<file path="src/mipsCtrlPkg.sv">
package mipsCtrlPkg;

	typedef logic [5:0] opcodeT;	// instr[31:26]
	typedef logic [5:0] functT;	// instr[5:0], R-type only
	typedef logic [2:0] aluSelT;
	typedef logic [1:0] memToRegT;
	typedef logic [1:0] pcSourceT;
	typedef logic [1:0] aluSrcBT;
	typedef logic [1:0] regDstT;

	localparam opcodeT OpFunct = 6'h00;	// R-type, look at funct
	localparam opcodeT OpJ = 6'h02;
	localparam opcodeT OpBeq = 6'h04;
	localparam opcodeT OpBne = 6'h05;
	localparam opcodeT OpLui = 6'h0f;
	localparam opcodeT OpLw = 6'h23;
	localparam opcodeT OpSw = 6'h2b;

	localparam functT FnNop = 6'h00;
	localparam functT FnBreak = 6'h0d;
	localparam functT FnAdd = 6'h20;
	localparam functT FnSub = 6'h22;
	localparam functT FnAnd = 6'h24;
	localparam functT FnXor = 6'h26;

	localparam aluSelT AluNone = 3'b000;
	localparam aluSelT AluAdd = 3'b001;
	localparam aluSelT AluSub = 3'b010;
	localparam aluSelT AluAnd = 3'b011;
	localparam aluSelT AluXor = 3'b110;

	localparam memToRegT MtrAluOut = 2'b00;
	localparam memToRegT MtrMdr = 2'b01;
	localparam memToRegT MtrUpperImm = 2'b10;	// imm << 16

	localparam pcSourceT PcSrcAlu = 2'b00;	// pc + 4 straight from the ALU
	localparam pcSourceT PcSrcAluOut = 2'b01;	// branch target computed in decode
	localparam pcSourceT PcSrcJump = 2'b10;

	localparam aluSrcBT SrcBReg = 2'b00;
	localparam aluSrcBT SrcBFour = 2'b01;
	localparam aluSrcBT SrcBSignExt = 2'b10;
	localparam aluSrcBT SrcBShifted = 2'b11;	// sign-extended offset << 2

	localparam regDstT RegDstRt = 2'b00;
	localparam regDstT RegDstRd = 2'b01;

	typedef enum logic [3:0]
	{
		ClsAdd, ClsAnd, ClsSub, ClsXor, ClsBreak, ClsNop,
		ClsBeq, ClsBne, ClsLw, ClsSw, ClsLui, ClsJ
	} instrClassT;

	// order matters, stateOut shows the raw encoding
	typedef enum logic [4:0]
	{
		StReset, StFetch, StFetchWait, StFetchLatch, StDecode,
		StAluOp, StRWriteBack, StBeq, StBne, StJ, StLui, StNop, StBreak,
		StMemAddr, StStore, StLoad, StLoadWait, StLoadWriteBack
	} ctrlStateT;

endpackage

</file>
<file path="src/instrDecoder.sv">
`timescale 1ns/1ps

module instrDecoder
(
	input mipsCtrlPkg::opcodeT op,
	input mipsCtrlPkg::functT funct,	// only meaningful for OpFunct
	output mipsCtrlPkg::instrClassT instrClass
);

	import mipsCtrlPkg::*;

	always_comb
	begin
		instrClass = ClsNop;	// anything unknown behaves as a nop
		case (op)
			OpFunct:
			begin
				case (funct)
					FnAdd: instrClass = ClsAdd;
					FnAnd: instrClass = ClsAnd;
					FnSub: instrClass = ClsSub;
					FnXor: instrClass = ClsXor;
					FnBreak: instrClass = ClsBreak;
					FnNop: instrClass = ClsNop;
					default: instrClass = ClsNop;
				endcase
			end
			OpBeq: instrClass = ClsBeq;
			OpBne: instrClass = ClsBne;
			OpLw: instrClass = ClsLw;
			OpSw: instrClass = ClsSw;
			OpLui: instrClass = ClsLui;
			OpJ: instrClass = ClsJ;
			default: instrClass = ClsNop;
		endcase
	end

endmodule

</file>
<file path="src/memWaitTimer.sv">
`timescale 1ns/1ps

module memWaitTimer
#(
	parameter int MemWaitCycles = 2	// at least 1
)
(
	input logic Clk,
	input logic Reset_signal,
	input logic memStart,	// one-cycle pulse from the FSM
	output logic memDone
);

	localparam int CntW = $clog2(MemWaitCycles + 1);

	logic [CntW-1:0] count;	// cycles left, 0 when idle

	always_ff @(posedge Clk or posedge Reset_signal)
	begin
		if (Reset_signal)
		begin
			count <= '0;
		end
		else if (memStart)
		begin
			count <= CntW'(MemWaitCycles);	// a new start restarts the count
		end
		else if (count != '0)
		begin
			count <= count - 1'b1;
		end
	end

	// count reads 1 exactly MemWaitCycles cycles after the start pulse
	assign memDone = (count == CntW'(1));

endmodule

</file>
<file path="src/ctrlFsm.sv">
`timescale 1ns/1ps

module ctrlFsm
(
	input logic Clk,
	input logic Reset_signal,
	input mipsCtrlPkg::instrClassT instrClass,
	input logic memDone,
	output logic memStart,
	output mipsCtrlPkg::ctrlStateT state
);

	import mipsCtrlPkg::*;

	ctrlStateT nextState;

	always_ff @(posedge Clk or posedge Reset_signal)
	begin
		if (Reset_signal)
		begin
			state <= StReset;
		end
		else
		begin
			state <= nextState;
		end
	end

	always_comb
	begin
		nextState = state;
		case (state)
			StReset: nextState = StFetch;
			StFetch: nextState = StFetchWait;
			StFetchWait:
			begin
				if (memDone)	// instruction word is on the bus
					nextState = StFetchLatch;
			end
			StFetchLatch: nextState = StDecode;
			StDecode:
			begin
				case (instrClass)
					ClsAdd, ClsAnd, ClsSub, ClsXor: nextState = StAluOp;
					ClsBeq: nextState = StBeq;
					ClsBne: nextState = StBne;
					ClsLw, ClsSw: nextState = StMemAddr;	// shared address calc
					ClsLui: nextState = StLui;
					ClsJ: nextState = StJ;
					ClsBreak: nextState = StBreak;
					default: nextState = StNop;
				endcase
			end
			StAluOp: nextState = StRWriteBack;
			StMemAddr:
			begin
				if (instrClass == ClsSw)
					nextState = StStore;
				else
					nextState = StLoad;
			end
			StLoad: nextState = StLoadWait;
			StLoadWait:
			begin
				if (memDone)
					nextState = StLoadWriteBack;
			end
			StBreak: nextState = StBreak;	// halted until reset
			StRWriteBack, StBeq, StBne, StJ, StLui, StNop, StStore, StLoadWriteBack:
			begin
				nextState = StFetch;
			end
			default: nextState = StReset;	// illegal encoding
		endcase
	end

	// each of these states lasts one cycle, so this is a single pulse
	assign memStart = (state == StFetch) || (state == StLoad);

endmodule

</file>
<file path="src/ctrlWordGen.sv">
`timescale 1ns/1ps

module ctrlWordGen
(
	input mipsCtrlPkg::ctrlStateT state,
	input mipsCtrlPkg::instrClassT instrClass,
	input logic aluZero,
	output logic pcLoad,
	output mipsCtrlPkg::pcSourceT pcSource,
	output logic wr,
	output logic irWrite,
	output logic regWrite,
	output logic regClear,
	output mipsCtrlPkg::aluSelT aluSel,
	output mipsCtrlPkg::memToRegT memToReg,
	output logic aluSrcA,
	output mipsCtrlPkg::aluSrcBT aluSrcB,
	output logic iorD,
	output mipsCtrlPkg::regDstT regDst,
	output logic abLoad,
	output logic mdrLoad,
	output logic aluOutLoad
);

	import mipsCtrlPkg::*;

	always_comb
	begin
		pcLoad = 1'b0;
		pcSource = PcSrcAlu;
		wr = 1'b0;
		irWrite = 1'b0;
		regWrite = 1'b0;
		regClear = 1'b0;
		aluSel = AluNone;
		memToReg = MtrAluOut;
		aluSrcA = 1'b0;	// pc
		aluSrcB = SrcBReg;
		iorD = 1'b0;	// instruction address
		regDst = RegDstRt;
		abLoad = 1'b0;
		mdrLoad = 1'b0;
		aluOutLoad = 1'b0;

		case (state)
			StReset: regClear = 1'b1;
			StFetchLatch:
			begin
				irWrite = 1'b1;
				mdrLoad = 1'b1;
				pcLoad = 1'b1;	// pc <= pc + 4
				aluSel = AluAdd;
				aluSrcB = SrcBFour;
			end
			StDecode:
			begin
				abLoad = 1'b1;	// register file reads into A and B
				aluOutLoad = 1'b1;	// branch target, in case it is needed
				aluSel = AluAdd;
				aluSrcB = SrcBShifted;
			end
			StAluOp:
			begin
				aluOutLoad = 1'b1;
				aluSrcA = 1'b1;
				case (instrClass)
					ClsAnd: aluSel = AluAnd;
					ClsSub: aluSel = AluSub;
					ClsXor: aluSel = AluXor;
					default: aluSel = AluAdd;
				endcase
			end
			StRWriteBack:
			begin
				regWrite = 1'b1;
				regDst = RegDstRd;
				memToReg = MtrAluOut;
			end
			StBeq, StBne:
			begin
				// A - B sets aluZero, the target waits in ALUOut
				pcLoad = (state == StBeq) ? aluZero : !aluZero;
				aluSel = AluSub;
				aluSrcA = 1'b1;
				pcSource = PcSrcAluOut;
			end
			StJ:
			begin
				pcLoad = 1'b1;
				pcSource = PcSrcJump;
			end
			StLui:
			begin
				regWrite = 1'b1;
				memToReg = MtrUpperImm;
				regDst = RegDstRt;
			end
			StMemAddr:
			begin
				aluOutLoad = 1'b1;	// A + offset
				aluSel = AluAdd;
				aluSrcA = 1'b1;
				aluSrcB = SrcBSignExt;
			end
			StStore:
			begin
				wr = 1'b1;
				iorD = 1'b1;
			end
			StLoad, StLoadWait:
			begin
				iorD = 1'b1;	// data address from ALUOut
				mdrLoad = 1'b1;
			end
			StLoadWriteBack:
			begin
				regWrite = 1'b1;
				memToReg = MtrMdr;
			end
			default:
			begin
				// fetch, fetch wait, nop and break keep the all-zero word
			end
		endcase
	end

endmodule

</file>
<file path="src/mipsControl.sv">
`timescale 1ns/1ps

module mipsControl
#(
	parameter int MemWaitCycles = 2
)
(
	input logic Clk,
	input logic Reset_signal,
	input mipsCtrlPkg::opcodeT op,
	input mipsCtrlPkg::functT funct,
	input logic aluZero,
	output mipsCtrlPkg::ctrlStateT stateOut,
	output logic pcLoad,
	output mipsCtrlPkg::pcSourceT pcSource,
	output logic wr,
	output logic irWrite,
	output logic regWrite,
	output logic regClear,
	output mipsCtrlPkg::aluSelT aluSel,
	output mipsCtrlPkg::memToRegT memToReg,
	output logic aluSrcA,
	output mipsCtrlPkg::aluSrcBT aluSrcB,
	output logic iorD,
	output mipsCtrlPkg::regDstT regDst,
	output logic abLoad,
	output logic mdrLoad,
	output logic aluOutLoad
);

	import mipsCtrlPkg::*;

	instrClassT instrClass;
	ctrlStateT state;
	logic memStart;
	logic memDone;

	instrDecoder decoder0
	(
		.op(op),
		.funct(funct),
		.instrClass(instrClass)
	);

	memWaitTimer #(.MemWaitCycles(MemWaitCycles)) memTimer0
	(
		.Clk(Clk),
		.Reset_signal(Reset_signal),
		.memStart(memStart),
		.memDone(memDone)
	);

	ctrlFsm fsm0
	(
		.Clk(Clk),
		.Reset_signal(Reset_signal),
		.instrClass(instrClass),
		.memDone(memDone),
		.memStart(memStart),
		.state(state)
	);

	ctrlWordGen wordGen0
	(
		.state(state),
		.instrClass(instrClass),
		.aluZero(aluZero),
		.pcLoad(pcLoad),
		.pcSource(pcSource),
		.wr(wr),
		.irWrite(irWrite),
		.regWrite(regWrite),
		.regClear(regClear),
		.aluSel(aluSel),
		.memToReg(memToReg),
		.aluSrcA(aluSrcA),
		.aluSrcB(aluSrcB),
		.iorD(iorD),
		.regDst(regDst),
		.abLoad(abLoad),
		.mdrLoad(mdrLoad),
		.aluOutLoad(aluOutLoad)
	);

	assign stateOut = state;	// debug view of the FSM

endmodule

</file>
<file path="config.mk">
export PLATFORM = sky130hd
export DESIGN_NAME = mipsControl
export DESIGN_NICKNAME = d
export VERILOG_FILES = /design/src/mipsCtrlPkg.sv /design/src/instrDecoder.sv /design/src/memWaitTimer.sv /design/src/ctrlFsm.sv /design/src/ctrlWordGen.sv /design/src/mipsControl.sv
export SDC_FILE = /design/constraint.sdc
export NUM_CORES = 1
export LEC_CHECK = 0
export ABC_AREA = 1
export BUFFER_PORTS_ARGS = -buffer_cell sky130_fd_sc_hd__buf_2
export CAP_MARGIN = 20
export CORE_MARGIN = 2
export CORE_UTILIZATION = 40
export CTS_CLUSTER_DIAMETER = 80
export CTS_CLUSTER_SIZE = 16
export DETAILED_ROUTE_END_ITERATION = 12
export PLACE_DENSITY = 0.67
export SLEW_MARGIN = 20
export SYNTH_ARGS = -nofsm -noshare
export SYNTH_HDL_FRONTEND = slang
export SYNTH_SLANG_ARGS = --single-unit
</file>
<file path="constraint.sdc">
create_clock -name Clk -period 4.4 [get_ports Clk]
set_input_delay 0.66 -clock Clk [delete_from_list [all_inputs] [get_ports Clk]]
set_output_delay 0.66 -clock Clk [all_outputs]
set_load 0.02 [all_outputs]
</file>
==> results of run 1 <==
## worst max-delay path, stage by stage
cell and delay (ns):
buf_2 0.12, nor2_4 0.17, inv_1 0.07, nor2_2 0.12, nand2_1 0.06, nor2_1 0.08, nor2_1 0.06, nand2_2 0.08
inv_1 0.05, ha_1 0.20, inv_1 0.07, nand2_1 0.06, nor2_1 0.10, o21ai_1 0.07, buf_2 0.16
## layout by cell type, fill, tap and decap left out, types with 3 or more instances in the layout
| cell | n |
|---|---|
| nand2_2 | 6 |
| buf_2 | 39 |
| nor3_2 | 4 |
| inv_2 | 8 |
| nand4_1 | 4 |
| nand3_1 | 11 |
| nor2_2 | 7 |
| nand3_2 | 3 |
| dfrtp_1 | 7 |
| nor2_1 | 29 |
| nor2_4 | 3 |
| clkbuf_4 | 3 |
| inv_1 | 32 |
| nor3_1 | 4 |
| nand2_1 | 34 |
| ha_1 | 5 |
## per-layer routing
| layer | track usage | wire (um) |
|---|---|---|
| met5 | 0 | 0 |
| met4 | 0.0408 | 17 |
| met3 | 0.0163 | 89 |
| met2 | 0.299 | 1140 |
| met1 | 0.226 | 1160 |
## report_power, final
part	total, mW	leakage, nW	internal (mW)	switching (mW)
combinational	0.435	0.706	0.147	0.288
sequential	0.123	0.0884	0.0911	0.0323
clock	0.0571	0.0150	0.0345	0.0226
total	0.615	0.810	0.273	0.343
## final timing paths
path | start | end | slack [ns] | depth (start not counted)
max | op[5] | aluSel[1] | 1.61 | 15
min | Reset_signal | memTimer0.count[1] | 0.33 | 2
max reg2reg | fsm0.state[4] | fsm0.state[1] | 2.95 | 7
min reg2reg | memTimer0.count[1] | memTimer0.count[1] | 0.51 | 2
max in group asynchronous | Reset_signal | fsm0.state[3] | 3.87 | 2
min in group Clk | memTimer0.count[1] | memTimer0.count[1] | 0.51 | 2
## flip-flops by register name, indices dropped and copies added, names as in the netlist
name,cells
fsm0.state,5
memTimer0.count,2
## cells by family after synthesis
kind of cell / Yosys count
and+or+nand+nor: 110
DFF: 7
AOI/OAI and AO/OA: 11
buffers and inverters: 44
xor gates and xnor gates: 1
adders and majority gates: 5
other: 1
## layout make-up
class,instances,area (um^2)
Multi-Input combinational cell,128,722
Inverter,42,163
Timing Repair Buffer,39,195
Clock buffer,4,26.3
Sequential cell,7,175
Tap cell,30,37.5
Fill cell,284,1200
## through the flow
stage / hold slack, ns / total power [mW] / worst slack (ns) / utilization
after detailed placement: 0.500 / 0.565 / 1.61 / 0.512
final: 0.326 / 0.615 / 1.61 / 0.523
after CTS: 0.328 / 0.624 / 1.61 / 0.523
after floorplan: 0.463 / 0.444 / 1.83 / -
after global placement: 0.497 / 0.561 / 1.61 / 0.512
after global routing: 0.358 / 0.680 / 1.42 / 0.523
==> results_dict.tcl, run 1 <==
set metrics [dict create \
    status "finished clean" \
    cellPowerDensity_nw_per_um2 467 \
    synth_largest_area_cell "dfrtp_1" \
    final_hold_viol_count 0 \
    setup_viol 0 \
    syn-cell-area_um2 1080 \
    ys_warn_count 0 \
    postCtsSetupBuffers 0 \
    synth_edf_count 0 \
    synth_compound_area_frac 0.0673 \
    detailed_place_hpwl_um 2130 \
    fin_setup_tns_ns 0 \
    ys.flop_type "dfrtp_1" \
    critPathMaxFanout 6 \
    routed_wl_um 2400 \
    hold_buffers 0 \
    gp_congestion 0.842 \
    crit_arrival_ns 2.13 \
    grt_first_pass_wirelength_um 4450 \
    path_clk_slew_ns 0.05 \
    drcViolationCount 0 \
    cp-end-kind "output pin" \
    synth_top_family_by_area "simple AND/OR/NAND/NOR gates" \
    drv_slew 0 \
    yosys.area.top_type_share 0.162 \
    irDropWorstVdd_mv 0.310 \
    drt_iter0_drc 32 \
    synth-adder-area-share 0.0580 \
    yosys.cell_count.top_type "nand2_1" \
    yosysSeqAreaShare 0.162 \
    required_ns 3.74 \
    ioPinCount 41 \
    core-area_um2 2520 \
    num_vias 1177 \
    clockRootBuffer "clkbuf_4" \
    diodes 0 \
    final_cell_area_um2 1320 \
    cts_sinks 7 \
    synth.net_count 199 \
    crit_type "input pin to output pin" \
    skew_ns 0.00110 \
    via_per_inst 4.71 \
    grt_setup_unrepaired "no" \
    num_rows 18 \
    grt_use_total 0.171 \
    die_area_um2 3130 \
    yosys_register_bits 7 \
    dieWidth_um 55.9 \
    port_buffers 39 \
    yosys-top-cells-area "dfrtp_1, nand2_1, inv_1, nor2_1, ha_1" \
    fmax_ghz 0.358 \
    yosysUniqueCellTypes 32 \
    synthCells 179 \
    hold_class "input pin to async pin" \
    cts_resized 0 \
    ant_nets 0 \
    synthTopCellsByCount "nand2_1, inv_1, nor2_1" \
    htreeDepth 1 \
    syn2layout_area_growth_pct 22.3 \
    min_period_ns 2.79 \
    max_cap_viol_count 0 \
    grt_pass1_vias 1085 \
    synth_xor_area_frac 0.00812 \
    start_util 0.428 \
    timing.final.crit_share 0.635 \
    placed_area_um2 1290 \
    drive_gt1_frac 0.359 \
    cts_buffers 3 \
    clock_path_buffers 2 \
    synthArstFlopShare 1.00 \
    wire_per_inst_um 9.62 \
    synth-simple-area-share 0.532 \
    stdcell_count 250 \
    insertion_delay_ns 0.25 \
    synth.avg_cell_area_um2 6.03 \
    fp.dieH_um 55.9 \
    placed_cells 246 \
    fin_nets 241 \
    firstDrtPassIters 4 \
    synth_mux_area_frac 0 \
    start_kind "input pin" \
    cts_tree "done" \
    antenna_found_initial 0 \
    gr-total-overflow 0 \
    p_leak_nw 0.810 \
    grt_max_degree 11 \
]
No activity file was read; power rests on OpenSTA's default activity.
==> run 2, diff against run 1 <==
==> constraint.sdc (replaced) <==
create_clock -name Clk -period 2.7 [get_ports Clk]
set_input_delay 0.405 -clock Clk [delete_from_list [all_inputs] [get_ports Clk]]
set_output_delay 0.405 -clock Clk [all_outputs]
set_load 0.02 [all_outputs]
==> results_dict.tcl, run 2 (synthesis gave the netlist of run 1 again) <==
set metrics [dict create \
    fmax_ghz 0.439 \
    regToRegEndpoint "fsm0.state[1]" \
    p_leak_nw 0.812 \
    final_cell_mix "buf_2, nand2_1, inv_1" \
    use_met3 0.0163 \
    core-area_um2 2520 \
    power_mw 1.00 \
    intPower_mw 0.442 \
    grt_first_pass_wirelength_um 4420 \
    fin_nets 241 \
    grtUsageMet1 0.229 \
    p_sw_mw 0.561 \
    crit-reg2reg-launch "fsm0.state[4]" \
    timing.final.crit_share 0.843 \
    start_util 0.428 \
    firstDrtPassIters 4 \
    start_kind "input pin" \
    drcViolationCount 0 \
    max_cap_viol_count 0 \
    num-fill-cells 277 \
    antenna_found_initial 0 \
    clkPwrFrac 0.093 \
    ioPinCount 41 \
    gr-total-overflow 0 \
    num_rows 18 \
    via_per_inst 4.78 \
    grt_max_degree 11 \
    dieWidth_um 55.9 \
    min_period_ns 2.28 \
    hold_class "input pin to async pin" \
    skew_ns 0.00697 \
    final_common_cell "buf_2" \
    required_ns 2.30 \
    grt_setup_unrepaired "no" \
    detailed_place_hpwl_um 2110 \
    pwr-share-comb 0.707 \
    grt_use_total 0.168 \
    cts_resized 0 \
    grt_pass1_vias 1076 \
    cts_sinks 7 \
    clockRootBuffer "clkbuf_4" \
    r2r_slack_ns 1.24 \
    regMostFlops "fsm0.state" \
    crit_arrival_ns 1.87 \
    crit_type "input pin to output pin" \
    grt.busiest_layer "met2" \
    use_met2 0.286 \
    gp_congestion 0.842 \
    largest_reg_flops 5 \
    cts_tree "done" \
    cts_buffers 3 \
    irDropWorstVdd_mv 0.605 \
    fp.dieH_um 55.9 \
    hold_buffers 0 \
    die_area_um2 3130 \
    utilization 0.523 \
    placed_cells 246 \
    critPathMaxFanout 6 \
    path_clk_slew_ns 0.06 \
    status "finished clean" \
    drive_gt1_frac 0.364 \
    top_regs "fsm0.state x5, memTimer0.count x2" \
    stdcell_count 250 \
    port_buffers 39 \
    p_seq_frac 0.200 \
    setup_viol 0 \
    worst-r2r-cell-count 7 \
    postCtsSetupBuffers 0 \
    p_sw_frac 0.560 \
    diodes 0 \
    routed_wl_um 2390 \
    num_vias 1195 \
    cp-end-kind "output pin" \
    insertion_delay_ns 0.25 \
    final_hold_viol_count 0 \
    wire_per_inst_um 9.57 \
    clock_path_buffers 2 \
    ant_nets 0 \
    cellPowerDensity_nw_per_um2 760 \
    fin_setup_tns_ns 0 \
    drv_slew 0 \
    syn2layout_area_growth_pct 22.4 \
    drt_iter0_drc 32 \
    htreeDepth 1 \
    whs_ns 0.0667 \
]
-- run 2: cell types whose count changed in the layout (fill, tap and decap cells not counted) --
cell      change
clkinv_2      +1
clkbuf_1      -1
-- run 2: worst max path at each step --
stage,startpoint,to,cells past startpoint
after floorplan,op[5],aluSel[1],12
after global placement,op[5],aluSel[1],15
after detailed placement,op[5],aluSel[0],16
after CTS,op[5],aluSel[0],16
after global routing,op[3],aluSel[1],15
final,op[5],aluSel[1],15
-- run 2: worst max-delay path, stage by stage --
cell and delay [ns]:
buf_2 0.12, nor2_4 0.18, inv_1 0.07, nor2_2 0.11, nand2_1 0.05, nor2_1 0.09
nor2_1 0.06, nand2_2 0.08, inv_1 0.05, ha_1 0.19, inv_1 0.07, nand2_1 0.06
nor2_1 0.09, o21ai_1 0.07, buf_2 0.15
-- run 2: per-stage QoR --
stage	setup WS (ns)	area, um^2
after global placement	0.421	1290
after CTS	0.411	1320
after floorplan	0.641	1080
after detailed placement	0.412	1290
after global routing	0.228	1320
final	0.423	1320
-- run 2: metal layers --
| metal | share of wire | up-vias |
|---|---|---|
| met1 | 0.49 | 521 |
| met3 | 0.045 | 2 |
| met5 | 0 | - |
| li1 | - | 633 |
| met4 | 0.0021 | 0 |
| met2 | 0.47 | 39 |
-- run 2: power groups by stage --
stage	Clock [mW]	Sequential, mW	Combinational [mW]
after floorplan	0	0.222	0.502
after global placement	0	0.202	0.711
after detailed placement	0	0.202	0.717
after CTS	0.0964	0.200	0.719
after global routing	0.101	0.210	0.798
final	0.0933	0.201	0.709
-- run 2: cell type report --
cell class              count  area, um^2  share of cell area
well taps                  30        37.5              0.0284
clock inverters             1        5.00             0.00379
repair buffers             39         195               0.148
multi-input cells         128         722               0.547
inverters                  42         163               0.123
flip-flops and latches      7         175               0.133
clock buffers               3        22.5              0.0171
